--- src/design/cart_consts.svh ---
`ifndef CART_CONSTS_SVH
`define CART_CONSTS_SVH

// PRG RAM in four 16 KB banks
`define CART_PRG_BITS 16

// CHR RAM in four 8 KB banks
`define CART_CHR_BITS 15

`define CART_WRAM_BITS 13

`define CART_BANK_BITS 2

// Configuration register addresses
`define CART_CFG_MAPPER 4'd0
`define CART_CFG_LAUNCHER 4'd1

`define CART_RESET_VECTOR 16'hFFFC

`endif

--- src/design/cart_pkg.sv ---
package cart_pkg;

    // Mapper selected by the configuration port
    typedef enum logic [1:0] {
        MAP_LAUNCHER,
        MAP_NROM,
        MAP_UXROM,
        MAP_CNROM
    } mapper_kind_t;

    typedef enum logic {
        SPACE_CPU,
        SPACE_PPU
    } bus_space_t;

    // Memory region a request lands in after decode
    typedef enum logic [1:0] {
        REG_PRG,
        REG_WRAM,
        REG_CHR,
        REG_NONE
    } region_t;

    typedef struct packed {
        bus_space_t space;
        logic [15:0] addr;
        logic [7:0] wdata;
        logic write;
        region_t region;
        mapper_kind_t mapper;
        // Echoed back with the response
        logic [3:0] id;
    } stage_req_t;

endpackage

--- src/design/mapper_config.sv ---
`include "cart_consts.svh"

module mapper_config (
    input logic clk,
    input logic cpu_reset,
    input logic cfg_valid,
    input logic [3:0] cfg_addr,
    input logic [11:0] cfg_data,
    input logic vector_fetch,
    output cart_pkg::mapper_kind_t active_mapper,
    output logic chr_writable,
    output logic launcher_buffer,
    output logic [15:0] status
);
    import cart_pkg::*;

    mapper_kind_t committed_mapper;
    mapper_kind_t pending_mapper;
    logic load_pending;
    logic switching;

    // Switch on the reset-vector fetch itself, not the cycle after
    assign switching = load_pending && vector_fetch;
    assign active_mapper = switching ? pending_mapper : committed_mapper;

    always_ff @(posedge clk) begin
        if (cpu_reset) begin
            committed_mapper <= MAP_LAUNCHER;
            pending_mapper <= MAP_LAUNCHER;
            load_pending <= 1'b0;
            chr_writable <= 1'b0;
            launcher_buffer <= 1'b0;
        end else begin
            if (cfg_valid && cfg_addr == `CART_CFG_MAPPER) begin
                pending_mapper <= mapper_kind_t'(cfg_data[1:0]);
                chr_writable <= cfg_data[2];
                load_pending <= 1'b1;
            end else if (cfg_valid && cfg_addr == `CART_CFG_LAUNCHER) begin
                launcher_buffer <= cfg_data[0];
            end

            if (switching) begin
                committed_mapper <= pending_mapper;
                load_pending <= 1'b0;
            end
        end
    end

    assign status = {
        11'd0,
        launcher_buffer,
        chr_writable,
        load_pending,
        committed_mapper
    };

    // The fetched mapper must be the committed one afterwards
    property p_switch_commits;
        @(posedge clk) disable iff (cpu_reset)
        switching |=> !load_pending && committed_mapper == $past(pending_mapper);
    endproperty
    a_switch_commits: assert property (p_switch_commits)
        else $error("mapper switch did not commit");

endmodule

--- config.mk ---
export PLATFORM = sky130hd
export DESIGN_NAME = mapper_config
export DESIGN_NICKNAME = d
export VERILOG_FILES = /design/src/design/cart_pkg.sv /design/src/design/mapper_config.sv
export VERILOG_INCLUDE_DIRS = /design/src /design/src/design
export SDC_FILE = /design/constraint.sdc
export NUM_CORES = 1
export LEC_CHECK = 0
export BUFFER_PORTS_ARGS = -buffer_cell sky130_fd_sc_hd__clkbuf_2
export CAP_MARGIN = 10
export CELL_PAD_IN_SITES_DETAIL_PLACEMENT = 1
export CELL_PAD_IN_SITES_GLOBAL_PLACEMENT = 2
export CORE_UTILIZATION = 16
export CTS_CLUSTER_SIZE = 12
export DETAILED_ROUTE_END_ITERATION = 6
export GPL_ROUTABILITY_DRIVEN = 1
export PLACE_DENSITY_LB_ADDON = 0.1
export SYNTH_ARGS = -nofsm -noshare
export SYNTH_HDL_FRONTEND = slang
export SYNTH_SLANG_ARGS = --single-unit
--- constraint.sdc ---
create_clock -name clk -period 0.9 [get_ports clk]
set_input_delay 0.045 -clock clk [delete_from_list [all_inputs] [get_ports clk]]
set_output_delay 0.045 -clock clk [all_outputs]
set_load 0.03 [all_outputs]
==> results of run 1 <==
cell usage after synthesis (all sizes together):
cell    count
conb        1
nor3b       1
nor2        1
mux2        2
nor4        1
or4b        1
mux2i       4
buf        14
clkbuf      1
nand2       1
a21o        1
dfxtp       7
nor2b       2
nand2b      8
where the power goes:
part,total [mW],switching [mW],internal [mW]
Sequential,0.315,0.00201,0.313
Combinational,0.140,0.0975,0.0427
Clock,0.287,0.117,0.169
Total,0.742,0.217,0.525
state kept, by name, indices dropped and copies added (netlist names):
signal,flops
committed_mapper,2
pending_mapper,2
chr_writable,1
launcher_buffer,1
load_pending,1
layer usage:
metal	vias up	global-route usage, %	wire (um)
met1	145	6.93	365
li1	163	-	-
met2	15	9.64	386
met3	2	2.50	50
met4	0	6.41	19
met5	-	0	0
worst max-delay path: cells and delay by family (launching register included):
kind | cells | cell delay (ns)
flops | 1 | 0.35
mux | 1 | 0.31
buf+inv | 1 | 0.14
simple gates | 1 | 0.06
cells by family after synthesis:
kind of cell | after synthesis | synth area share, %
simple gates | 15 | 27.1
buf+inv | 15 | 24.6
flops | 7 | 31.6
mux | 6 | 14.1
compound gates | 1 | 1.70
other cells | 1 | 0.847
worst paths after layout:
path | from | to | slack [ns] | cells past startpoint
max | load_pending$_SDFFE_PP0P_ | active_mapper[1] | -0.24 | 3
min | cfg_data[1] | pending_mapper[1]$_SDFFE_PP0P_ | 0.04 | 3
max reg2reg | load_pending$_SDFFE_PP0P_ | committed_mapper[1]$_SDFF_PP0_ | -0.05 | 3
min reg2reg | pending_mapper[1]$_SDFFE_PP0P_ | pending_mapper[1]$_SDFFE_PP0P_ | 0.48 | 2
layout make-up:
| cell class | instances | share of cell area, % |
|---|---|---|
| Multi-Input combinational cell | 33 | 40.3 |
| Clock buffer | 4 | 4.29 |
| Sequential cell | 7 | 23.1 |
| Tap cell | 30 | 6.13 |
| Timing Repair Buffer | 23 | 26.2 |
stage by stage:
stage	cells	power [mW]	area [um2]	hold slack (ns)
floorplan	55	0.454	492	0.201
global placement	93	0.460	546	0.299
global route	97	0.799	612	0.0327
CTS	97	0.761	598	0.0320
detailed placement	93	0.460	546	0.303
finish	97	0.742	612	0.0390
==> metrics.yaml, run 1 <==
status: "complete, but fails checks"
violations: "negative setup slack"
critPathMaxStageDelay_ns: 0.35
clk-insertion-delay-late_ns: 0.25
fin_nets: 88
powerDensity_nw_per_um2: 1210
yosys.area.top_type_share_pct: 31.6
fin_setup_tns_ns: -0.585
final_common_cell: "clkbuf_2"
first_pass_iters: 2
irDropWorstVdd_uv: 314
hold_viol_final: 0
cts_sinks: 7
h-tree-depth: 1
clk_pin_slew_ns: 0.05
globalplace.congestion: 0.636
synth_seq_area_share_pct: 31.6
grt_max_degree: 12
syn_area_um2: 443
final_util_pct: 24.0
crit_path_end_kind: "output pin"
antenna_found_initial: 0
clock_path_buffers: 2
post-cts-setup-buffers: 0
vias_per_cell: 3.35
grt_pass1_wl_um: 1270
finalClockSkew_ns: 0.000452
fin_crit_sh_pct: 127
worstPathArrival_ns: 1.10
seqCellArea_um2: 141
path_cells: "nand2_4, mux2_4, buf_8"
rows: 18
pre_cts_slack_ns: -0.0826
drive_above_1_share_pct: 49.3
multi_input_area_um2: 246
crit_path_top_delay_cell: "dfxtp_2"
wl_per_cell_um: 8.47
diodes: 0
drc: 0
syn_inst: 45
cts_hold_buf: 0
areaGrowthSynthToFinish_pct: 38.1
startpoint_type: "flip-flop"
start_util_pct: 17.4
synth_area_leaders: "dfxtp_1 (32%), buf_4 (24%), nand2b_1 (9.9%)"
hp-class: "primary input to flip-flop"
vias: 325
core_um2: 2540
crit_fanout: 2
ant_nets: 0
cts_buffers: 3
fin_ws_ns: -0.243
gr-total-overflow: 0
first_global_vias: 308
cts-resized-gates: 6
syn_area_per_cell_um2: 9.84
cap_violations: 0
worst_ep_required_time_ns: 0.85
path_class: "flip-flop to output pin"
p_leak_nw: 0.311
ioPinCount: 40
drt-initial-drc-count: 1
die_height_um: 54.6
num-fill-cells: 313
drt_wl_total_um: 822
rsz0062_at_grt: "yes"
port_buffers: 19
die_w_um: 54.6
ys_warn_count: 0
cts_tree: "built"
ys_types: 15
setup_viol_count_final: 4
gr-usage-all-layers_pct: 6.53
max_freq_mhz: 875
dieArea_um2: 2980
dpl.hpwl_um: 684
layout_common_cells: "clkbuf_2 (12), conb_1 (11), nand2b_1 (7)"
cts-root-buf: "clkbuf_4"
ys_ff_latch: 7
yosys.area.top_type: "dfxtp_1"
finalCriticalPeriod_ns: 1.14
slew_viol_final: 0
Note: power is estimated with default switching activity, not from simulation.
==> run 2: changes to the inputs <==
- CORE_UTILIZATION: 16 -> 18
- clock period: 0.9 -> 1.2 ns (I/O delays scaled with it)
==> metrics.yaml, run 2 (synthesis results as in run 1) <==
drc: 0  # unchanged
worst_ep_required_time_ns: 1.14  # was 0.85 ns
stdcell_area_um2: 581  # was 612 um2
setup_viol_count_final: 0  # was 4
rsz0062_at_grt: "yes"  # unchanged
first_pass_iters: 2  # unchanged
antenna_found_initial: 0  # unchanged
wl_per_cell_um: 9.63  # was 8.47 um
placedCellCount: 87  # was 93
final_common_cell: "clkbuf_2"  # unchanged
globalplace.congestion: 0.600  # was 0.636
fin_nets: 86  # was 88
status: "finished clean"  # was complete, but fails checks
start_util_pct: 19.5  # was 17.4%
fin_crit_sh_pct: 96.9
crit_path_end_kind: "output pin"  # unchanged
dieArea_um2: 2660  # was 2980 um2
clock_path_buffers: 2  # unchanged
slew_viol_final: 0  # unchanged
core_um2: 2280  # was 2540 um2
hp-class: "primary input to flip-flop"  # unchanged
first_global_vias: 301  # was 308
max_freq_mhz: 860
drt_wl_total_um: 896  # was 822 um
path_class: "flip-flop to output pin"  # unchanged
reg.largest.list: "committed_mapper: 2 flops, pending_mapper: 2 flops"  # unchanged
irDropWorstVdd_uv: 292  # was 314 uV
cts_sinks: 7  # unchanged
vias: 328  # was 325
finalNonFillerCells: 93  # was 97
worstPathArrival_ns: 1.10  # about the same
powerDensity_nw_per_um2: 952  # was 1210 nW/um2
dpl.hpwl_um: 665  # was 684 um
clk_pin_slew_ns: 0.06  # was 0.05 ns
p_leak_nw: 0.299  # was 0.311 nW
cap_violations: 0  # unchanged
port_buffers: 19  # unchanged
vias_per_cell: 3.53  # was 3.35
drt-initial-drc-count: 6  # was 1
finalCriticalPeriod_ns: 1.16
startpoint_type: "flip-flop"  # unchanged
drive_above_1_share_pct: 49.2  # was 49.3%
die_w_um: 51.6  # was 54.6 um
gr-total-overflow: 0  # unchanged
dpl_cell_area_um2: 502  # was 546 um2
cts-root-buf: "clkbuf_4"  # unchanged
die_height_um: 51.6  # was 54.6 um
diodes: 0  # unchanged
cts_buffers: 3  # unchanged
cts_hold_buf: 0  # unchanged
clk-insertion-delay-late_ns: 0.26  # was 0.25 ns
crit_fanout: 2  # unchanged
gr-usage-all-layers_pct: 7.64  # was 6.53%
rows: 17  # was 18
grt_max_degree: 12  # unchanged
cts_tree: "built"  # unchanged
grt_pass1_wl_um: 1390  # was 1270 um
h-tree-depth: 1  # unchanged
finalClockSkew_ns: 0.0113  # was 0.000452 ns
areaGrowthSynthToFinish_pct: 31.1  # was 38.1%
ant_nets: 0  # unchanged
hold_viol_final: 0  # unchanged
ioPinCount: 40  # unchanged
layout_common_cells: "clkbuf_2 (17), conb_1 (11), nand2b_1 (7)"  # was clkbuf_2 (12), conb_1 (11), nand2b_1 (7)
run 2: changes by cell type in the layout (fill, tap and decap cells not counted):
| cell | change |
|---|---|
| clkinv_2 | +1 |
| buf_4 | -2 |
| buf_8 | -1 |
| clkbuf_1 | -1 |
| clkbuf_2 | +5 |
| buf_2 | -2 |
| clkbuf_4 | -2 |
run 2: final timing paths:
check                                      start                             end  slack [ns]  cells past startpoint
setup / recovery       load_pending$_SDFFE_PP0P_                active_mapper[0]        0.04                      3
hold / removal                       cfg_data[1]  pending_mapper[1]$_SDFFE_PP0P_        0.05                      3
setup reg to reg       load_pending$_SDFFE_PP0P_       load_pending$_SDFFE_PP0P_        0.24                      4
hold reg to reg   pending_mapper[1]$_SDFFE_PP0P_  pending_mapper[1]$_SDFFE_PP0P_        0.48                      2
run 2: layout make-up:
| class | count | area (um2) |
|---|---|---|
| Clock inverter | 1 | 5.00 |
| Timing Repair Buffer | 21 | 130 |
| Sequential cell | 7 | 141 |
| Multi-Input combinational cell | 33 | 246 |
| Tap cell | 28 | 35.0 |
| Fill cell | 267 | 1700 |
| Clock buffer | 3 | 22.5 |
run 2: routing by layer:
| layer | global-route usage (%) | up-vias | wire [um] |
|---|---|---|---|
| met1 | 9.51 | 142 | 438 |
| met5 | 0 | - | 0 |
| met2 | 9.74 | 22 | 350 |
| li1 | - | 162 | - |
| met4 | 4.05 | 0 | 9 |
| met3 | 4.97 | 2 | 98 |
run 2: power breakdown:
part	total, mW	internal (mW)	switching [mW]
Sequential	0.236	0.235	0.00162
Combinational	0.0992	0.0266	0.0727
Clock	0.217	0.122	0.0950
Total	0.553	0.384	0.169
run 2: worst max-delay path: stages (launching register included):
cell and delay [ns]:
dfxtp_2 0.35, nand2_4 0.06, mux2_4 0.31, buf_8 0.14
run 2: per-stage QoR:
stage / total power, mW / hold slack, ns / utilization [%] / setup WS, ns / setup TNS [ns]
after floorplan: 0.340 / 0.216 / - / 0.124 / 0
after global placement: 0.337 / 0.324 / 22.0 / 0.180 / 0
after detailed placement: 0.338 / 0.320 / 22.0 / 0.171 / 0
after CTS: 0.569 / 0.0398 / 24.8 / -0.0105 / -0.0191
after global routing: 0.593 / 0.0569 / 25.5 / -0.0157 / -0.0240
final: 0.553 / 0.0529 / 25.5 / 0.0368 / 0
run 2: repair_timing:
action,in CTS,in global routing
gates cloned,0,0
setup endpoints to repair,2,2
buffers inserted,1,1
gates resized for setup,8,3
