==> config.mk <==
export PLATFORM = sky130hd
export DESIGN_NAME = mapper_bank_flat
export DESIGN_NICKNAME = d
export VERILOG_FILES = /design/src/design/cart_pkg.sv /design/src/design/cart_stage_if.sv /design/src/design/mapper_bank.sv /design/src/flat_wrapper.sv
export VERILOG_INCLUDE_DIRS = /design/src /design/src/design
export SDC_FILE = /design/constraint.sdc
export NUM_CORES = 1
export LEC_CHECK = 0
export BUFFER_PORTS_ARGS = -buffer_cell sky130_fd_sc_hd__buf_2
export CORE_ASPECT_RATIO = 0.6
export CORE_MARGIN = 2
export CORE_UTILIZATION = 40
export DETAILED_ROUTE_END_ITERATION = 10
export PLACE_DENSITY = 0.78
export SLEW_MARGIN = 0
export SYNTH_ARGS = -nofsm -noshare
export SYNTH_HDL_FRONTEND = slang
export SYNTH_SLANG_ARGS = --single-unit
==> constraint.sdc <==
create_clock -name clk -period 3.2 [get_ports clk]
set_clock_uncertainty 0.15 [all_clocks]
set_input_delay 0.16 -clock clk [delete_from_list [all_inputs] [get_ports clk]]
set_output_delay 0.16 -clock clk [all_outputs]
set_load 0.01 [all_outputs]
==> src/design/cart_consts.svh <==
`ifndef CART_CONSTS_SVH
`define CART_CONSTS_SVH

// PRG RAM in four 16 KB banks
`define CART_PRG_BITS 16

// CHR RAM in four 8 KB banks
`define CART_CHR_BITS 15

`define CART_WRAM_BITS 13

`define CART_BANK_BITS 2

// Configuration register addresses
`define CART_CFG_MAPPER 4'd0
`define CART_CFG_LAUNCHER 4'd1

`define CART_RESET_VECTOR 16'hFFFC

`endif

==> src/design/cart_pkg.sv <==
package cart_pkg;

    // Mapper selected by the configuration port
    typedef enum logic [1:0] {
        MAP_LAUNCHER,
        MAP_NROM,
        MAP_UXROM,
        MAP_CNROM
    } mapper_kind_t;

    typedef enum logic {
        SPACE_CPU,
        SPACE_PPU
    } bus_space_t;

    // Memory region a request lands in after decode
    typedef enum logic [1:0] {
        REG_PRG,
        REG_WRAM,
        REG_CHR,
        REG_NONE
    } region_t;

    typedef struct packed {
        bus_space_t space;
        logic [15:0] addr;
        logic [7:0] wdata;
        logic write;
        region_t region;
        mapper_kind_t mapper;
        // Echoed back with the response
        logic [3:0] id;
    } stage_req_t;

endpackage

==> src/design/cart_stage_if.sv <==
interface cart_stage_if;
    import cart_pkg::*;

    logic valid;
    logic ready;
    stage_req_t req;
    // Filled in by the bank stage
    logic [15:0] phys_addr;

    modport source (
        output valid,
        output req,
        output phys_addr,
        input ready
    );

    modport sink (
        input valid,
        input req,
        input phys_addr,
        output ready
    );

endinterface

==> src/design/mapper_bank.sv <==
`include "cart_consts.svh"

module mapper_bank (
    input logic clk,
    input logic cpu_reset,
    input logic chr_writable,
    input logic launcher_buffer,
    cart_stage_if.sink in_if,
    cart_stage_if.source out_if
);
    import cart_pkg::*;

    logic [`CART_BANK_BITS-1:0] prg_bank;
    logic [`CART_BANK_BITS-1:0] chr_bank;
    mapper_kind_t last_mapper;

    logic accept;
    logic mapper_changed;
    logic [`CART_BANK_BITS-1:0] cur_prg;
    logic [`CART_BANK_BITS-1:0] cur_chr;
    logic prg_write;
    logic drop_write;
    logic [15:0] phys_next;

    logic out_valid;
    stage_req_t out_req;
    logic [15:0] out_phys;

    assign in_if.ready = !out_valid || out_if.ready;
    assign accept = in_if.valid && in_if.ready;

    // Banks read as zero for the first request under a new mapper
    assign mapper_changed = in_if.req.mapper != last_mapper;
    assign cur_prg = mapper_changed ? '0 : prg_bank;
    assign cur_chr = mapper_changed ? '0 : chr_bank;

    assign prg_write = in_if.req.write && in_if.req.region == REG_PRG;
    assign drop_write = (prg_write && in_if.req.mapper != MAP_LAUNCHER)
        || (in_if.req.write && in_if.req.region == REG_CHR
            && in_if.req.mapper != MAP_LAUNCHER && !chr_writable);

    always_comb begin
        phys_next = '0;
        case (in_if.req.region)
            REG_PRG: begin
                case (in_if.req.mapper)
                    MAP_LAUNCHER: phys_next = {launcher_buffer, in_if.req.addr[14:0]};
                    MAP_UXROM: begin
                        // C000-FFFF fixed to the last bank
                        if (in_if.req.addr[14]) begin
                            phys_next = {{`CART_BANK_BITS{1'b1}}, in_if.req.addr[13:0]};
                        end else begin
                            phys_next = {cur_prg, in_if.req.addr[13:0]};
                        end
                    end
                    default: phys_next = {1'b0, in_if.req.addr[14:0]};
                endcase
            end
            REG_CHR: begin
                if (in_if.req.mapper == MAP_CNROM) begin
                    phys_next = {{(16 - `CART_CHR_BITS){1'b0}}, cur_chr, in_if.req.addr[12:0]};
                end else begin
                    phys_next = {{(16 - `CART_CHR_BITS){1'b0}}, 2'b00, in_if.req.addr[12:0]};
                end
            end
            REG_WRAM: begin
                phys_next = {
                    {(16 - `CART_WRAM_BITS){1'b0}},
                    in_if.req.addr[`CART_WRAM_BITS-1:0]
                };
            end
            default: phys_next = '0;
        endcase
    end

    always_ff @(posedge clk) begin
        if (cpu_reset) begin
            out_valid <= 1'b0;
            prg_bank <= '0;
            chr_bank <= '0;
            last_mapper <= MAP_LAUNCHER;
        end else begin
            if (in_if.ready) begin
                out_valid <= in_if.valid;
            end
            if (accept) begin
                if (mapper_changed) begin
                    last_mapper <= in_if.req.mapper;
                    prg_bank <= '0;
                    chr_bank <= '0;
                end
                if (prg_write && in_if.req.mapper == MAP_UXROM) begin
                    prg_bank <= in_if.req.wdata[`CART_BANK_BITS-1:0];
                end
                if (prg_write && in_if.req.mapper == MAP_CNROM) begin
                    chr_bank <= in_if.req.wdata[`CART_BANK_BITS-1:0];
                end
            end
        end
    end

    always_ff @(posedge clk) begin
        if (accept) begin
            out_req <= in_if.req;
            // Swallowed writes still get a response, but touch no memory
            if (drop_write) begin
                out_req.region <= REG_NONE;
            end
            out_phys <= phys_next;
        end
    end

    assign out_if.valid = out_valid;
    assign out_if.req = out_req;
    assign out_if.phys_addr = out_phys;

endmodule

==> src/flat_wrapper.sv <==
// flat-port wrapper written by rule: the top's interface ports become plain ports
module mapper_bank_flat import cart_pkg::*;
  (clk, cpu_reset, chr_writable, launcher_buffer, in_if_valid, in_if_req, in_if_phys_addr, in_if_ready, out_if_valid, out_if_req, out_if_phys_addr, out_if_ready);
  cart_stage_if in_if_i ();
  cart_stage_if out_if_i ();
  input logic clk;
  input logic cpu_reset;
  input logic chr_writable;
  input logic launcher_buffer;
  input wire logic [$bits(in_if_i.valid)-1:0] in_if_valid;
  input wire logic [$bits(in_if_i.req)-1:0] in_if_req;
  input wire logic [$bits(in_if_i.phys_addr)-1:0] in_if_phys_addr;
  output wire logic [$bits(in_if_i.ready)-1:0] in_if_ready;
  output wire logic [$bits(out_if_i.valid)-1:0] out_if_valid;
  output wire logic [$bits(out_if_i.req)-1:0] out_if_req;
  output wire logic [$bits(out_if_i.phys_addr)-1:0] out_if_phys_addr;
  input wire logic [$bits(out_if_i.ready)-1:0] out_if_ready;
  assign in_if_i.valid = in_if_valid;
  assign in_if_i.req = in_if_req;
  assign in_if_i.phys_addr = in_if_phys_addr;
  assign in_if_ready = in_if_i.ready;
  assign out_if_valid = out_if_i.valid;
  assign out_if_req = out_if_i.req;
  assign out_if_phys_addr = out_if_i.phys_addr;
  assign out_if_i.ready = out_if_ready;
  mapper_bank u_core (.clk(clk), .cpu_reset(cpu_reset), .chr_writable(chr_writable), .launcher_buffer(launcher_buffer), .in_if(in_if_i), .out_if(out_if_i));
endmodule
==> results of run 1 <==
cell families after synthesis:
group	share of synthesized area [%]
flops	78.9
simple gates	10.6
compound gates	7.94
buf+inv	1.68
xor+xnor	0.842
worst max-delay path: stages (launching register included):
cell and delay [ns]:
dfxtp_1 0.33, nor2b_1 0.49, inv_1 0.22, buf_2 0.20
final cells by class:
cell class,count,area [um2],share of cell area [%]
multi-input cells,64,412,12.9
clock buffers,10,128,4.00
clock inverters,6,130,4.07
inverters,4,15.0,0.470
flip-flops and latches,57,1640,51.4
well taps,66,82.6,2.59
repair buffers,123,786,24.6
final timing paths:
kind | start | to
max | u_core.out_if.valid | in_if_ready
min | in_if_valid | u_core.last_mapper[1]
max reg2reg | u_core.out_if.valid | u_core.out_if.req[29]
min reg2reg | u_core.last_mapper[1] | u_core.last_mapper[1]
synthesized netlist by cell type, types with 3 or more instances:
library cell and number:
edfxtp_1 50, and2_1 13, o21ai_0 8, dfxtp_1 7
nand3_1 5, nor2b_1 5, a21oi_1 4, inv_1 4
o2111ai_1 4, o211ai_1 4, nand2_1 3, nand4b_1 3
nor2_1 3
sequential cells by signal, summed over array words and instances, names as in the netlist:
| register | count |
|---|---|
| u_core.prg_bank | 2 |
| u_core.out_if.req | 34 |
| u_core.out_if.phys_addr | 16 |
| u_core.chr_bank | 2 |
| u_core.last_mapper | 2 |
| u_core.out_if.valid | 1 |
per-stage QoR:
step                      instances  hold slack, ns
after floorplan                 128          0.0791
after CTS                       330         0.00456
after global placement          283           0.187
final                           330         0.00941
after global routing            330          0.0209
after detailed placement        283           0.188
layer usage:
layer	GRT usage, %	routed length (um)	vias to the layer above
met3	5.85	373	7
met2	28.1	2220	71
met1	21.8	2140	725
met4	6.04	61	0
met5	0	0	-
li1	-	-	750
repair_timing:
action                     CTS  global route
hold buffers                31             0
hold endpoints to repair    46             0
setup endpoints to repair    0             0
resized for setup            0             0
power breakdown:
| part | internal, uW | leakage [uW] | switching, uW |
|---|---|---|---|
| sequential | 859 | 0.000544 | 11.6 |
| combinational | 85.0 | 0.000617 | 92.4 |
| clock | 594 | 0.000130 | 270 |
==> flow_summary.json, run 1 <==
{
  "irDropWorstVdd_mv": 0.388,
  "die_area_um2": 5810,
  "cts_tree": "done",
  "nFillCells": 406,
  "yosys.area.top_type": "edfxtp_1",
  "rsz0062_at_grt": "false",
  "dr.pass1.iters": 5,
  "drv_slew": 0,
  "finalWorstSetupSlack_ns": 1.33,
  "tns_ns": 0,
  "design_area_um2": 3190,
  "fmax_mhz": 534,
  "syn_to_final_growth_pct": 53.5,
  "total_power_uw": 1910,
  "post-route-period-util_pct": 58.5,
  "leakage_uw": 0.00129,
  "synth_cells": 128,
  "hp-class": "primary input to flip-flop",
  "drc": 0,
  "grt.total_usage_pct": 17.1,
  "status": "finished clean",
  "critical_path_class": "flip-flop to output pin",
  "powerDensity_nw_per_um2": 599,
  "post-route-min-period_ns": 1.87,
  "yosys.area.top_type_share_pct": 72.2,
  "start_util_pct": 41.4,
  "start_kind": "flip-flop",
  "antenna_found_initial": 0,
  "cts_max_level": 3,
  "nets": 315,
  "finalWeightedCongestion": 0.789,
  "clk_pin_slew_ns": 0.06,
  "routed_wirelength_um": 4790,
  "die_w_um": 97.1,
  "yosysSeqAreaShare_pct": 78.9,
  "required_ns": 2.89,
  "clkSinkCount": 57,
  "drive_gt1_share_pct": 41.7,
  "post_dp_cell_area_um2": 2630,
  "port-buffer-count": 91,
  "clk_latency_ns": 0.32,
  "syn_area_um2": 2080,
  "num_vias": 1553,
  "grt_first_pass_wirelength_um": 7480,
  "path_max_fanout": 8,
  "synth-main-ff-cell": "edfxtp_1",
  "io_pins": 108,
  "grt_overflow": 0,
  "dp_hpwl_um": 3160,
  "cts-root-buf": "clkbuf_8",
  "setup_violations": 0,
  "grt_pass1_vias": 1556,
  "arrival_ns": 1.56,
  "ys_ff_latch": 57,
  "pre_cts_slack_ns": 1.32,
  "crit_path_end_kind": "output pin",
  "final_hold_viol_count": 0,
  "rows": 20,
  "cts_buffers": 9,
  "core-area_um2": 5030,
  "cap_violations": 0,
  "hold_path_depth": 3,
  "postCtsSetupRepairBufs": 0,
  "most-common-layout-cells": "91 x buf_2, 50 x edfxtp_1, 31 x dlygate4sd3_1",
  "avgSynthCellArea_um2": 16.3,
  "ant_nets": 0,
  "ys_async_sr_fraction_pct": 0,
  "r2r_setup_slack_ns": 1.33,
  "ff2ff_path_depth": 3,
  "cts_max_path_buffers": 2,
  "max_slew_margin_pct": 50.5,
  "worst_pin_slew_ns": 0.740,
  "drt_iter0_drc": 80,
  "wl_per_cell_um": 14.5,
  "die_h_um": 59.9,
  "layout_commonest_cell": "buf_2",
  "synthTopCellsByArea": "edfxtp_1 72%, dfxtp_1 6.7%, and2_1 3.9%, o21ai_0 1.9%, o2111ai_1 1.7%",
  "syn_nets": 184,
  "diodes": 0,
  "fin_util_pct": 63.5,
  "grt_max_degree": 27,
  "synthDistinctLibCells": 25,
  "synth_warnings": 0,
  "synth-edff-count": 50,
  "avgViaCountPerCell": 4.71
}
(Power assumes the default switching activity.)
==> run 2, diff against run 1 <==
--- a/config.mk
+++ b/config.mk
@@ -9,9 +9,9 @@
 export BUFFER_PORTS_ARGS = -buffer_cell sky130_fd_sc_hd__buf_2
 export CORE_ASPECT_RATIO = 0.6
 export CORE_MARGIN = 2
-export CORE_UTILIZATION = 40
+export CORE_UTILIZATION = 44
 export DETAILED_ROUTE_END_ITERATION = 10
-export PLACE_DENSITY = 0.78
+export PLACE_DENSITY = 0.81
 export SLEW_MARGIN = 0
 export SYNTH_ARGS = -nofsm -noshare
 export SYNTH_HDL_FRONTEND = slang
==> constraint.sdc (replaced) <==
create_clock -name clk -period 1.8 [get_ports clk]
set_clock_uncertainty 0.15 [all_clocks]
set_input_delay 0.09 -clock clk [delete_from_list [all_inputs] [get_ports clk]]
set_output_delay 0.09 -clock clk [all_outputs]
set_load 0.01 [all_outputs]
==> flow_summary.json, run 2 (synthesis gave the netlist of run 1 again) <==
{
  "status": "finished clean",
  "dp_hpwl_um": 3080,
  "ant_nets": 0,
  "drv_slew": 0,
  "crit_path_end_kind": "flip-flop",
  "die_w_um": 92.8,
  "critical_path_class": "primary input to flip-flop",
  "timing.rr.start": "u_core.out_if.valid",
  "wl_per_cell_um": 14.7,
  "crit_start": "in_if_valid",
  "max_stage_delay_ns": 0.56,
  "crit_end": "u_core.last_mapper[1]",
  "total_power_uw": 2880,
  "layout_commonest_cell": "buf_2",
  "critPathTopFamily": "buffers and inverters",
  "drt_iter0_drc": 130,
  "placed_cells": 281,
  "cpMostUsedCell": "dlygate4sd3_1",
  "diodes": 0,
  "die_h_um": 57.3,
  "port-buffer-count": 91,
  "cts_max_level": 3,
  "grt_first_pass_wirelength_um": 7600,
  "antenna_found_initial": 0,
  "start_kind": "primary input",
  "cts_buffers": 9,
  "syn_to_final_growth_pct": 53.9,
  "largest_reg_flops": 34,
  "post-route-period-util_pct": 97.6,
  "io_pins": 108,
  "critPathBufInv": 4,
  "routed_wirelength_um": 4950,
  "clk_pin_slew_ns": 0.06,
  "grt_pass1_vias": 1632,
  "irDropWorstVdd_mv": 0.590,
  "path_max_fanout": 8,
  "nets": 325,
  "ff2ff_path_depth": 5,
  "grt.total_usage_pct": 19.9,
  "max_slew_margin_pct": 70.4,
  "design_area_um2": 3200,
  "final_cells": 337,
  "cts_max_path_buffers": 2,
  "grt_max_degree": 28,
  "setup_violations": 0,
  "final_hold_viol_count": 0,
  "grt_overflow": 0,
  "cts_tree": "done",
  "drc": 0,
  "required_ns": 1.92,
  "cap_violations": 0,
  "hp-start": "out_if_ready",
  "worst_pin_slew_ns": 0.440,
  "hold-worst-slack_ns": 0.0234,
  "critPathSlowestCell": "dlygate4sd3_1",
  "avgViaCountPerCell": 4.79,
  "cts-root-buf": "clkbuf_8",
  "crit_chain": "dlygate4sd3_1 > buf_2 > inv_1 > o21ai_0 > a21oi_1 > dlygate4sd3_1",
  "arrival_ns": 1.87,
  "finalWeightedCongestion": 0.800,
  "post-route-min-period_ns": 1.76,
  "fin_util_pct": 70.2,
  "core-area_um2": 4560,
  "num_vias": 1614,
  "rows": 19,
  "hp-class": "primary input to flip-flop",
  "powerDensity_nw_per_um2": 898,
  "clk_latency_ns": 0.32,
  "leakage_uw": 0.00129,
  "drive_gt1_share_pct": 41.6,
  "post_dp_cell_area_um2": 2640,
  "most-common-layout-cells": "91 x buf_2, 50 x edfxtp_1, 38 x dlygate4sd3_1",
  "dr.pass1.iters": 5,
  "die_area_um2": 5310,
  "r2r-end": "u_core.last_mapper[1]",
  "start_util_pct": 45.6,
  "fmax_mhz": 569,
  "r2r_setup_slack_ns": 0.17,
  "clkSinkCount": 57,
  "crit_cells": 6
}
==> run 2: cell types whose count changed in the layout (fill, tap and decap cells not counted), moves of 2 or more <==
| cell | before | now |
|---|---|---|
| dlygate4sd3_1 | 31 | 38 |
| bufinv_16 | 4 | 0 |
| buf_4 | 0 | 3 |
| clkinvlp_4 | 0 | 2 |
==> run 2: worst register-to-register path: cells and delay by family, from the launching register on <==
family / cells / cell delay, ns
buf+inv: 2 / 0.68
compound gates: 1 / 0.07
flops: 1 / 0.34
simple gates: 2 / 0.29
==> run 2: report_power, final <==
part / switching [uW] / internal [uW]
Clock: 498 / 494
Combinational: 170 / 167
Sequential: 21.4 / 1530
==> run 2: worst min-delay path by stage <==
stage               slack [ns]  cells past startpoint                           to
finish                    0.02                      4        u_core.last_mapper[0]
global route              0.02                      3  u_core.out_if.phys_addr[15]
CTS                       0.01                      3  u_core.out_if.phys_addr[15]
detailed placement        0.12                      1         u_core.out_if.req[1]
global placement          0.12                      1         u_core.out_if.req[2]
floorplan                0.009                      1        u_core.last_mapper[0]
==> run 2: layout make-up <==
type                       instances  area [um2]
timing repair buffer             133         878
tap                               63        78.8
sequential                        57        1640
multi-input combinational         64         419
inverter                           4        15.0
fill                             336        1360
clock buffer                       9         124
clock inverter                     7        46.3
==> run 2: per-layer routing <==
metal | part of all wire, % | wire length [um] | global-route usage (%)
met5 | 0 | 0 | 0
met2 | 52 | 2580 | 33.2
met3 | 7.0 | 345 | 8.32
met4 | 1.3 | 62 | 9.03
met1 | 40 | 1960 | 22.6
==> run 2: per-stage QoR <==
step	setup WS, ns	setup TNS, ns
2_1_floorplan	0.00793	0
3_3_place_gp	0.434	0
3_5_place_dp	0.415	0
4_1_cts	0.0925	0
5_1_grt	-0.00130	-0.00130
6_report	0.0434	0
==> run 2: what timing repair did <==
| action | 4_1_cts | 5_1_grt |
|---|---|---|
| hold endpoints to repair | 55 | 0 |
| hold buffers | 38 | 0 |
| resized for setup | 0 | 0 |
| setup buffers | 0 | 2 |
| setup endpoints to repair | 0 | 2 |
