[config.mk]
export PLATFORM = sky130hd
export DESIGN_NAME = bus_decode_flat
export DESIGN_NICKNAME = d
export VERILOG_FILES = /design/src/design/cart_pkg.sv /design/src/design/cart_stage_if.sv /design/src/design/bus_decode.sv /design/src/flat_wrapper.sv
export VERILOG_INCLUDE_DIRS = /design/src /design/src/design
export SDC_FILE = /design/constraint.sdc
export NUM_CORES = 1
export LEC_CHECK = 0
export BUFFER_PORTS_ARGS = -buffer_cell sky130_fd_sc_hd__buf_4
export CORE_UTILIZATION = 36
export DETAILED_ROUTE_END_ITERATION = 10
export PLACE_DENSITY = 0.81
export SETUP_SLACK_MARGIN = 0.02
export SYNTH_ARGS = -nofsm -noshare
export SYNTH_HDL_FRONTEND = slang
export SYNTH_SLANG_ARGS = --single-unit
[constraint.sdc]
create_clock -name clk -period 1.55 [get_ports clk]
set_input_delay 0.31 -clock clk [delete_from_list [all_inputs] [get_ports clk]]
set_output_delay 0.31 -clock clk [all_outputs]
set_load 0.02 [all_outputs]
[src/design/cart_consts.svh]
`ifndef CART_CONSTS_SVH
`define CART_CONSTS_SVH

// PRG RAM in four 16 KB banks
`define CART_PRG_BITS 16

// CHR RAM in four 8 KB banks
`define CART_CHR_BITS 15

`define CART_WRAM_BITS 13

`define CART_BANK_BITS 2

// Configuration register addresses
`define CART_CFG_MAPPER 4'd0
`define CART_CFG_LAUNCHER 4'd1

`define CART_RESET_VECTOR 16'hFFFC

`endif

[src/design/cart_pkg.sv]
package cart_pkg;

    // Mapper selected by the configuration port
    typedef enum logic [1:0] {
        MAP_LAUNCHER,
        MAP_NROM,
        MAP_UXROM,
        MAP_CNROM
    } mapper_kind_t;

    typedef enum logic {
        SPACE_CPU,
        SPACE_PPU
    } bus_space_t;

    // Memory region a request lands in after decode
    typedef enum logic [1:0] {
        REG_PRG,
        REG_WRAM,
        REG_CHR,
        REG_NONE
    } region_t;

    typedef struct packed {
        bus_space_t space;
        logic [15:0] addr;
        logic [7:0] wdata;
        logic write;
        region_t region;
        mapper_kind_t mapper;
        // Echoed back with the response
        logic [3:0] id;
    } stage_req_t;

endpackage

[src/design/cart_stage_if.sv]
interface cart_stage_if;
    import cart_pkg::*;

    logic valid;
    logic ready;
    stage_req_t req;
    // Filled in by the bank stage
    logic [15:0] phys_addr;

    modport source (
        output valid,
        output req,
        output phys_addr,
        input ready
    );

    modport sink (
        input valid,
        input req,
        input phys_addr,
        output ready
    );

endinterface

[src/design/bus_decode.sv]
`include "cart_consts.svh"

module bus_decode (
    input logic clk,
    input logic cpu_reset,
    input logic req_valid,
    output logic req_ready,
    input cart_pkg::bus_space_t req_space,
    input logic [15:0] req_addr,
    input logic [7:0] req_wdata,
    input logic req_write,
    input logic [3:0] req_id,
    input cart_pkg::mapper_kind_t active_mapper,
    output logic vector_fetch,
    cart_stage_if.source out_if
);
    import cart_pkg::*;

    logic accept;
    logic out_valid;
    region_t region;
    stage_req_t out_req;

    assign req_ready = !out_valid || out_if.ready;
    assign accept = req_valid && req_ready;

    always_comb begin
        if (req_space == SPACE_CPU && req_addr[15]) begin
            region = REG_PRG;
        end else if (req_space == SPACE_CPU && req_addr[15:13] == 3'b011) begin
            region = REG_WRAM;
        end else if (req_space == SPACE_PPU && req_addr[15:13] == 3'b000) begin
            region = REG_CHR;
        end else begin
            region = REG_NONE;
        end
    end

    // CPU read of FFFC
    assign vector_fetch = accept && req_space == SPACE_CPU && !req_write
        && req_addr == `CART_RESET_VECTOR;

    always_ff @(posedge clk) begin
        if (cpu_reset) begin
            out_valid <= 1'b0;
        end else if (req_ready) begin
            out_valid <= req_valid;
        end
    end

    always_ff @(posedge clk) begin
        if (accept) begin
            out_req.space <= req_space;
            out_req.addr <= req_addr;
            out_req.wdata <= req_wdata;
            out_req.write <= req_write;
            out_req.region <= region;
            out_req.mapper <= active_mapper;
            out_req.id <= req_id;
        end
    end

    assign out_if.valid = out_valid;
    assign out_if.req = out_req;
    // Raw bus address until the bank stage translates it
    assign out_if.phys_addr = out_req.addr;

    property p_hold_payload;
        @(posedge clk) disable iff (cpu_reset)
        out_if.valid && !out_if.ready |=> out_if.valid && $stable(out_if.req);
    endproperty
    a_hold_payload: assert property (p_hold_payload)
        else $error("decode payload changed while stalled");

endmodule

[src/flat_wrapper.sv]
// flat-port wrapper written by rule: the top's interface ports become plain ports
module bus_decode_flat import cart_pkg::*;
  (clk, cpu_reset, req_valid, req_ready, req_space, req_addr, req_wdata, req_write, req_id, active_mapper, vector_fetch, out_if_valid, out_if_req, out_if_phys_addr, out_if_ready);
  cart_stage_if out_if_i ();
  input logic clk;
  input logic cpu_reset;
  input logic req_valid;
  output logic req_ready;
  input cart_pkg::bus_space_t req_space;
  input logic [15:0] req_addr;
  input logic [7:0] req_wdata;
  input logic req_write;
  input logic [3:0] req_id;
  input cart_pkg::mapper_kind_t active_mapper;
  output logic vector_fetch;
  output wire logic [$bits(out_if_i.valid)-1:0] out_if_valid;
  output wire logic [$bits(out_if_i.req)-1:0] out_if_req;
  output wire logic [$bits(out_if_i.phys_addr)-1:0] out_if_phys_addr;
  input wire logic [$bits(out_if_i.ready)-1:0] out_if_ready;
  assign out_if_valid = out_if_i.valid;
  assign out_if_req = out_if_i.req;
  assign out_if_phys_addr = out_if_i.phys_addr;
  assign out_if_i.ready = out_if_ready;
  bus_decode u_core (.clk(clk), .cpu_reset(cpu_reset), .req_valid(req_valid), .req_ready(req_ready), .req_space(req_space), .req_addr(req_addr), .req_wdata(req_wdata), .req_write(req_write), .req_id(req_id), .active_mapper(active_mapper), .vector_fetch(vector_fetch), .out_if(out_if_i));
endmodule
==> summary by stage, run 1 <==
Clock tree
After clock tree synthesis, the clock-pin slew on the worst setup and hold paths is 90 ps. The total number of H-tree levels is 2. Clock tree synthesis inserted a total of 5 buffers. The clock passes through at most 2 buffers. TritonCTS built the clock tree. The number of clock sinks seen by CTS is 35.

The later pin in the worst-skew pair is clocked with a latency of 320 ps. The root buffer selected by CTS is sky130_fd_sc_hd__clkbuf_4.

Final layout
Of the cells placed in the final design, the portion with a size suffix greater than 1 is 68.2%. The antenna cell count is 0. The layout net count is 183. The final-layout fill cell count is 293. The finished cells cover 1970 um2. The area growth from synthesis to layout is 54.9%.

STA
The final cycle utilization of the critical path is 99.3%. At the pin with the least slew margin, the transition time is 430 ps. Setup repair after global routing could not meet its margin everywhere. The total setup violations reported at the end of the flow is 0. The final-report max-slew violation count was 0. The clock period minus final worst setup slack is 1540 ps.

The upper clock frequency limit is 0.649 GHz. Across all setup checks in the final design, the least slack found is 10.3 ps. The worst relative slew slack is 71.3%. The setup clock skew after layout is 5.95 ps. The number of hold-slack violations in the final timing report is 0.

Pwr
The static leakage is 0.000852 uW. The worst IR drop on VDD is 0.000564 V. For this design the ratio of total power to cell area is 962 nW/um2. The total chip power is 1900 uW.

Logic synthesis
In the synthesized netlist the async set-or-reset flop fraction comes to 0%. The synthesized netlist devotes 6.78% of its cell area to simple gates. Yosys attributes the largest share of cell area to sky130_fd_sc_hd__edfxtp_1, sky130_fd_sc_hd__buf_4, sky130_fd_sc_hd__dfxtp_1, sky130_fd_sc_hd__nand4b_1, sky130_fd_sc_hd__and4bb_2. The synthesized instance count is 67. Yosys instantiated no cell more often than sky130_fd_sc_hd__edfxtp_1. The sequential cell area fraction in the yosys report is 81.8%.

By count the netlist is led by sky130_fd_sc_hd__edfxtp_1, sky130_fd_sc_hd__buf_4. The number of distinct library cells after synthesis is 15. The area share of xor/xnor cells in the synthesized design is 0%. Yosys mapped a number of flops with a built-in enable equal to 34. After synthesis, the mean cell area works out to 19.0 um2. The library cell occupying the most area in the post-synthesis netlist is sky130_fd_sc_hd__edfxtp_1. The prevailing post-synth register cell is sky130_fd_sc_hd__edfxtp_1. After synthesis, the largest family of logic cells by area is buffers and inverters. The area fraction in compound gates after synthesis is 1.38%.

The count of warnings emitted by yosys is 0. The register bit total from synthesis is 35. The share of synthesized cell area in full adder, half adder and majority cells is 0%.

After synthesis the cells add up to 1270 um2. The net count after synthesis is 103. The area share of the leading cell type in the synthesized netlist is 80.2%. After synthesis, the share of cell area in mux cells is 0%.

GRT
The remaining global-route overflow is 0. The initial antenna violation count is 0. In the global route stage, overall resource usage came out at 12.2%.

The first global-routing pass estimated 3.06 mm of wire. The via count of the first global-routing pass was 721. Entering global routing, the biggest net connects 35 pins.

Floorplanning
The width of the die is 61.5 um. The die covers 3780 um2. The floorplan step set the die height to 61.5 um.

89 I/O pins were placed. The effective utilization at floorplan is 37.8%. The total area inside the core boundary comes to 3360 um2. The floorplan has 21 rows.

Placed design
In this run the cell area measured after placement is 1880 um2. The placement-stage worst setup slack is 63.8 ps. The wire-length estimate of the detail-placed layout is 1.75 mm.

The congestion estimate from routability-driven global placement came to 0.686. In this run the tool buffered the top-level ports with 88 buffer cells.

Worst hold path
The min-delay analysis places its worst path in the category input pin to flop. The path with the worst hold slack has its endpoint at u_core.out_if.valid. The number of cells on the worst hold path is 2.

The worst hold path begins at cpu_reset.

Route
Across all layers, the routed design uses 847 vias. Using the TritonRoute via totals, the vias-per-cell ratio works out to 4.37. Dividing the detail-routed wire length by the instance count gives 11.7 um.

The overall routed net length is 2.28 mm. The number of nets still failing antenna checks after routing is 0. The DRC violation count after routing is 0. The detailed router finished its first iteration with 14 violations. The detailed-routing iteration count for the pre-antenna-repair pass is 4.

Setup path
The startpoint identified for the worst register-to-register timing path is u_core.out_if.valid. Data arrives at the worst endpoint at 1230 ps. The worst setup path is of the input pin to primary output kind. The number of cells on the worst reg-to-reg path is 3.

The largest individual stage delay along the critical path comes from the cell sky130_fd_sc_hd__and4bb_2. The data required time of the worst path is 1240 ps. STA classifies the critical path startpoint as an input pin. Of all nets on the critical path, the largest fanout is 3.

Traced cell by cell, the critical path runs through buf_6 > and4bb_2 > nand3_2 > nor4_4 > buf_4. The worst reg2reg path endpoint is u_core.out_if.req[6]. The largest stage delay on the critical path is 290 ps. The setup check on the worst reg-to-reg path leaves a slack of 120 ps. The worst setup path is captured at a primary output.

Flow run
Max-cap violations in this run came to 0.

Run status
The flow ran to the end, and the final reports show no timing, DRC or antenna violations.
## metal layers
metal  up-vias  GRT usage, %  wire length (um)
li1        394             -                 -
met5         -             0                 0
met2        57          22.4              1250
met4         0          5.71                34
met3         6          6.51               217
met1       390          10.9               775
## state kept, by name, indices dropped and copies added (netlist names)
name                     count
u_core.out_if.valid          1
u_core.out_if.phys_addr     16
u_core.out_if.req           18
## metrics by stage
stage | std cells | hold WS, ps | utilization, % | setup TNS, ps
3_3_place_gp | 185 | 467 | 56.0 | 0
4_1_cts | 194 | 97.7 | 58.6 | -6.26
5_1_grt | 194 | 87.7 | 58.6 | -91.0
6_report | 194 | 117 | 58.6 | 0
2_1_floorplan | 67 | 379 | - | 0
3_5_place_dp | 185 | 469 | 56.0 | 0
## kinds of logic after synthesis
logic type             count (synthesis)
buffers and inverters                 18
and+or+nand+nor                       11
DFF                                   35
AOI/OAI and AO/OA                      3
## power by group
part	total [uW]	switching, uW	internal (uW)	leakage, uW
clock network	437	270	168	0.0000273
registers	1120	20.7	1100	0.000336
logic	334	172	162	0.000488
total	1900	463	1430	0.000852
## timing repair
item,CTS,global route
endpoints found under the setup margin,1,2
pin swaps,4,0
resized for setup,8,0
endpoints found under the hold margin,0,0
hold buffers,0,0
setup buffers,1,0
## how the worst max path moves through the flow
stage	start	to	slack (ps)	cells after the start
3_3_place_gp	req_addr[1]	vector_fetch	70	5
2_1_floorplan	u_core.out_if.valid	vector_fetch	80	3
3_5_place_dp	req_addr[12]	vector_fetch	60	5
5_1_grt	u_core.out_if.valid	vector_fetch	-80	4
4_1_cts	u_core.out_if.valid	vector_fetch	-6	4
6_report	req_space	vector_fetch	10	5
## cell type report
type / instances / area, um2 / area share [%]
clock inverters: 2 / 7.51 / 0.381
multi-input cells: 14 / 135 / 6.86
inverters: 2 / 7.51 / 0.381
repair buffers: 89 / 679 / 34.5
clock buffers: 6 / 41.3 / 2.10
well taps: 46 / 57.6 / 2.92
flip-flops and latches: 35 / 1040 / 52.9
## worst max-delay path: cells and delay by family
family / cells / cell delay (ps)
and+or+nand+nor: 3 / 650
buffers and inverters: 2 / 270
## placed cells by master, fill, tap and decap left out, drive strengths merged, types with 2 or more instances in the layout
cell	count
buf	89
edfxtp	34
clkbuf	6
nand4b	2
inv	2
a21oi	2
clkinv	2
nand3	2
nor4	2
No activity file was read; power rests on OpenSTA's default activity.
==> run 2, diff against run 1 <==
--- a/config.mk
+++ b/config.mk
@@ -7,9 +7,10 @@
 export NUM_CORES = 1
 export LEC_CHECK = 0
 export BUFFER_PORTS_ARGS = -buffer_cell sky130_fd_sc_hd__buf_4
+export CAP_MARGIN = 10
 export CORE_UTILIZATION = 36
 export DETAILED_ROUTE_END_ITERATION = 10
-export PLACE_DENSITY = 0.81
+export PLACE_DENSITY_LB_ADDON = 0.05
 export SETUP_SLACK_MARGIN = 0.02
 export SYNTH_ARGS = -nofsm -noshare
 export SYNTH_HDL_FRONTEND = slang
==> run 2 against run 1 <==
  * Sequential power about the same
  * Core utilization down 0.30 points
  * Worst hold slack about the same
  * Cell count down 0.52%
  * Routed wire length up 0.57%
  * The flow now finishes with violations (negative setup slack)
  * Worst setup slack worse by 20 ps
==> summary by stage, run 2 (synthesized netlist as in run 1, its figures left out) <==
Run status
The flow ran to the end, but the final reports show violations. The checks that failed: negative setup slack.

STA
Setup repair after global routing could not meet its margin everywhere. The clock period minus final worst setup slack came to 1560 ps (+19.5 ps). The total setup violations reported at the end of the flow was 1 (+1). The final cycle utilization of the critical path is 101% (+1.3 points). The pin slew with the least headroom to its limit came to 434 ps (+3.52 ps). The final-layout setup total negative slack was -9.21 ps (-9.21 ps). The worst relative slew slack is 71.1% (-0.23 points). The setup clock skew after layout is 6.45 ps (+0.504 ps). The number of hold-slack violations in the final timing report is 0 (unchanged). The final-report max-slew violation count is 0 (unchanged). The upper clock frequency limit is 0.641 GHz (-1.3%). The post-layout worst setup margin is -9.21 ps (-19.5 ps).

Pwr
The power per cell area is 962 nW/um2 (about the same). The total chip power is 1890 uW (-0.52%). The worst IR drop on VDD is 0.000560 V (-0.65%). The static leakage was 0.000850 uW (-0.16%).

Setup path
The startpoint identified for the worst register-to-register timing path is u_core.out_if.valid. The number of buffers and inverters on the critical path was 2 (unchanged). The largest fanout on the critical path is 2 (-1). The worst reg2reg path endpoint is u_core.out_if.phys_addr[8].

The critical path is of the input pin to primary output type. The signal on the critical path passes through buf_4 > and4bb_2 > nand3_2 > nor4_4 > buf_4. The most common cell type on the critical path is sky130_fd_sc_hd__buf_4. The worst reg2reg path depth came to 3 (unchanged). The data required time of the worst path was 1240 ps (about the same).

Among cell families on the critical path, the largest total delay comes from simple AND/OR/NAND/NOR gates. The worst setup path is captured at a primary output. The largest stage delay on the critical path is 290 ps (about the same). The setup slack of the worst register-to-register path came to 120 ps (about the same). The slowest stage cell on the critical path is sky130_fd_sc_hd__and4bb_2.

The data arrival time of the critical path was 1250 ps (+20 ps). The critical path startpoint category is an input pin.

Clock tree
The maximum clock path buffer count is 2 (unchanged). Clock tree synthesis selected as its root buffer the cell sky130_fd_sc_hd__clkbuf_4. The total number of H-tree levels was 2 (unchanged). The later-pin clock latency in the skew report came to 330 ps (about the same). The number of clock sinks seen by CTS is 35 (unchanged). TritonCTS built the clock tree. The number of buffers created by CTS is 5 (unchanged).

The clock transition at the register clock pins on the worst setup and hold paths after CTS is 90 ps (about the same).

Worst hold path
The worst hold path belongs to the class input pin to flop. The worst hold path begins at cpu_reset. The number of cells on the worst hold path was 2 (unchanged). The end point of the worst hold path is u_core.out_if.valid.

Floorplanning
The width of the die is 61.5 um (unchanged). The chip height came to 61.5 um (unchanged). The effective utilization at floorplan is 37.8% (unchanged). The placeable core region is 3360 um2 (unchanged).

The number of cell rows was 21 (unchanged). The count of pins on the block boundary is 89 (unchanged). The area of the die is 3780 um2 (unchanged).

GRT
The global-route wire length before repair is 3.00 mm (-2.0%). The initial antenna violation count is 0 (unchanged). The largest net degree at the start of global routing came to 35 (unchanged). The global routing usage summed across all routing layers is 12.2% (-0.017 points). The remaining global-route overflow is 0 (unchanged). The via count of the first global-routing pass came to 706 (-2.1%).

Route
The mean number of vias per cell was 4.34 (-0.67%). The detailed-routing iteration count for the pre-antenna-repair pass is 4 (unchanged). The via count of the routed design was 837 (-1.2%). The overall routed net length was 2.29 mm (+0.57%). The post-detailed-route wirelength per cell is 11.9 um (+1.1%). The number of nets still failing antenna checks after routing is 0 (unchanged). The DRC violation count after routing was 0 (unchanged).

The number of DRC markers in iteration 0 is 13 (-1).

Final layout
The utilization of the core after routing is 58.3% (-0.30 points). In the layout the commonest cells are sky130_fd_sc_hd__buf_4, sky130_fd_sc_hd__edfxtp_1, sky130_fd_sc_hd__clkbuf_4. The library cell used most frequently in the layout, excluding fill and tap cells, is sky130_fd_sc_hd__buf_4. The number of flip-flops in the largest register is 18 (unchanged). From synthesis to final layout, the design area changed by 54.1%.

The antenna cell count is 0 (unchanged). The layout cell share with drive strength beyond 1 came to 69.4% (+1.1 points). The final-layout fill cell count is 295 (+0.68%). The layout net count was 183 (unchanged).

Flow run
The number of maximum-capacitance constraint violations is 0 (unchanged).

Placed design
The placed wire-length estimate after detailed placement came to 1.75 mm (about the same). The final weighted congestion in routability-driven placement was 0.644 (-6.1%). The placement-stage worst setup slack is 56.9 ps (-6.91 ps). The number of buffer cells added on primary ports is 88 (unchanged).
run 2: worst register-to-register path, delay by kind of cell (launching register included):
kind	cells	cell delay, ps
buffers and inverters	1	120
DFF	1	330
and+or+nand+nor	2	630
run 2: area by class of cell:
type	instances	area, um2	share of cell area (%)
Clock inverter	2	8.76	0.447
Sequential cell	35	1040	53.2
Multi-Input combinational cell	14	135	6.89
Tap cell	46	57.6	2.94
Timing Repair Buffer	89	672	34.3
Clock buffer	5	37.5	1.91
Inverter	2	7.51	0.383
run 2: repair_timing:
| item | 4_1_cts | 5_1_grt |
|---|---|---|
| pin swaps | 2 | 0 |
| setup endpoints to repair | 1 | 2 |
| resized for setup | 6 | 0 |
| hold buffers | 0 | 0 |
| setup buffers | 1 | 0 |
run 2: stage by stage:
step	std cells	cell area, um2	hold WS (ps)
final	193	1960	117
after global routing	193	1960	94.4
after CTS	193	1960	94.3
after detailed placement	185	1880	470
after global placement	185	1880	466
after floorplan	67	1280	379
run 2: worst max path at each step:
stage / depth (start not counted) / slack (ps) / start / end
after CTS: 4 / -20 / u_core.out_if.valid / vector_fetch
after global routing: 4 / -90 / u_core.out_if.valid / vector_fetch
after floorplan: 3 / 80 / u_core.out_if.valid / vector_fetch
after global placement: 5 / 70 / req_addr[12] / vector_fetch
final: 5 / -9 / req_addr[1] / vector_fetch
after detailed placement: 5 / 60 / req_addr[12] / vector_fetch
run 2: per-layer routing:
metal,share of wire [%],wire length [um],vias to the layer above,GRT usage [%]
met3,12,272,6,6.72
li1,-,-,395,-
met4,1.7,40,0,6.67
met1,34,786,380,11.5
met2,52,1190,56,21.0
met5,0,0,-,0
run 2: power breakdown:
| part | switching, uW | internal [uW] | total, uW |
|---|---|---|---|
| Sequential | 20.5 | 1100 | 1120 |
| Clock | 269 | 160 | 429 |
| Combinational | 173 | 160 | 333 |
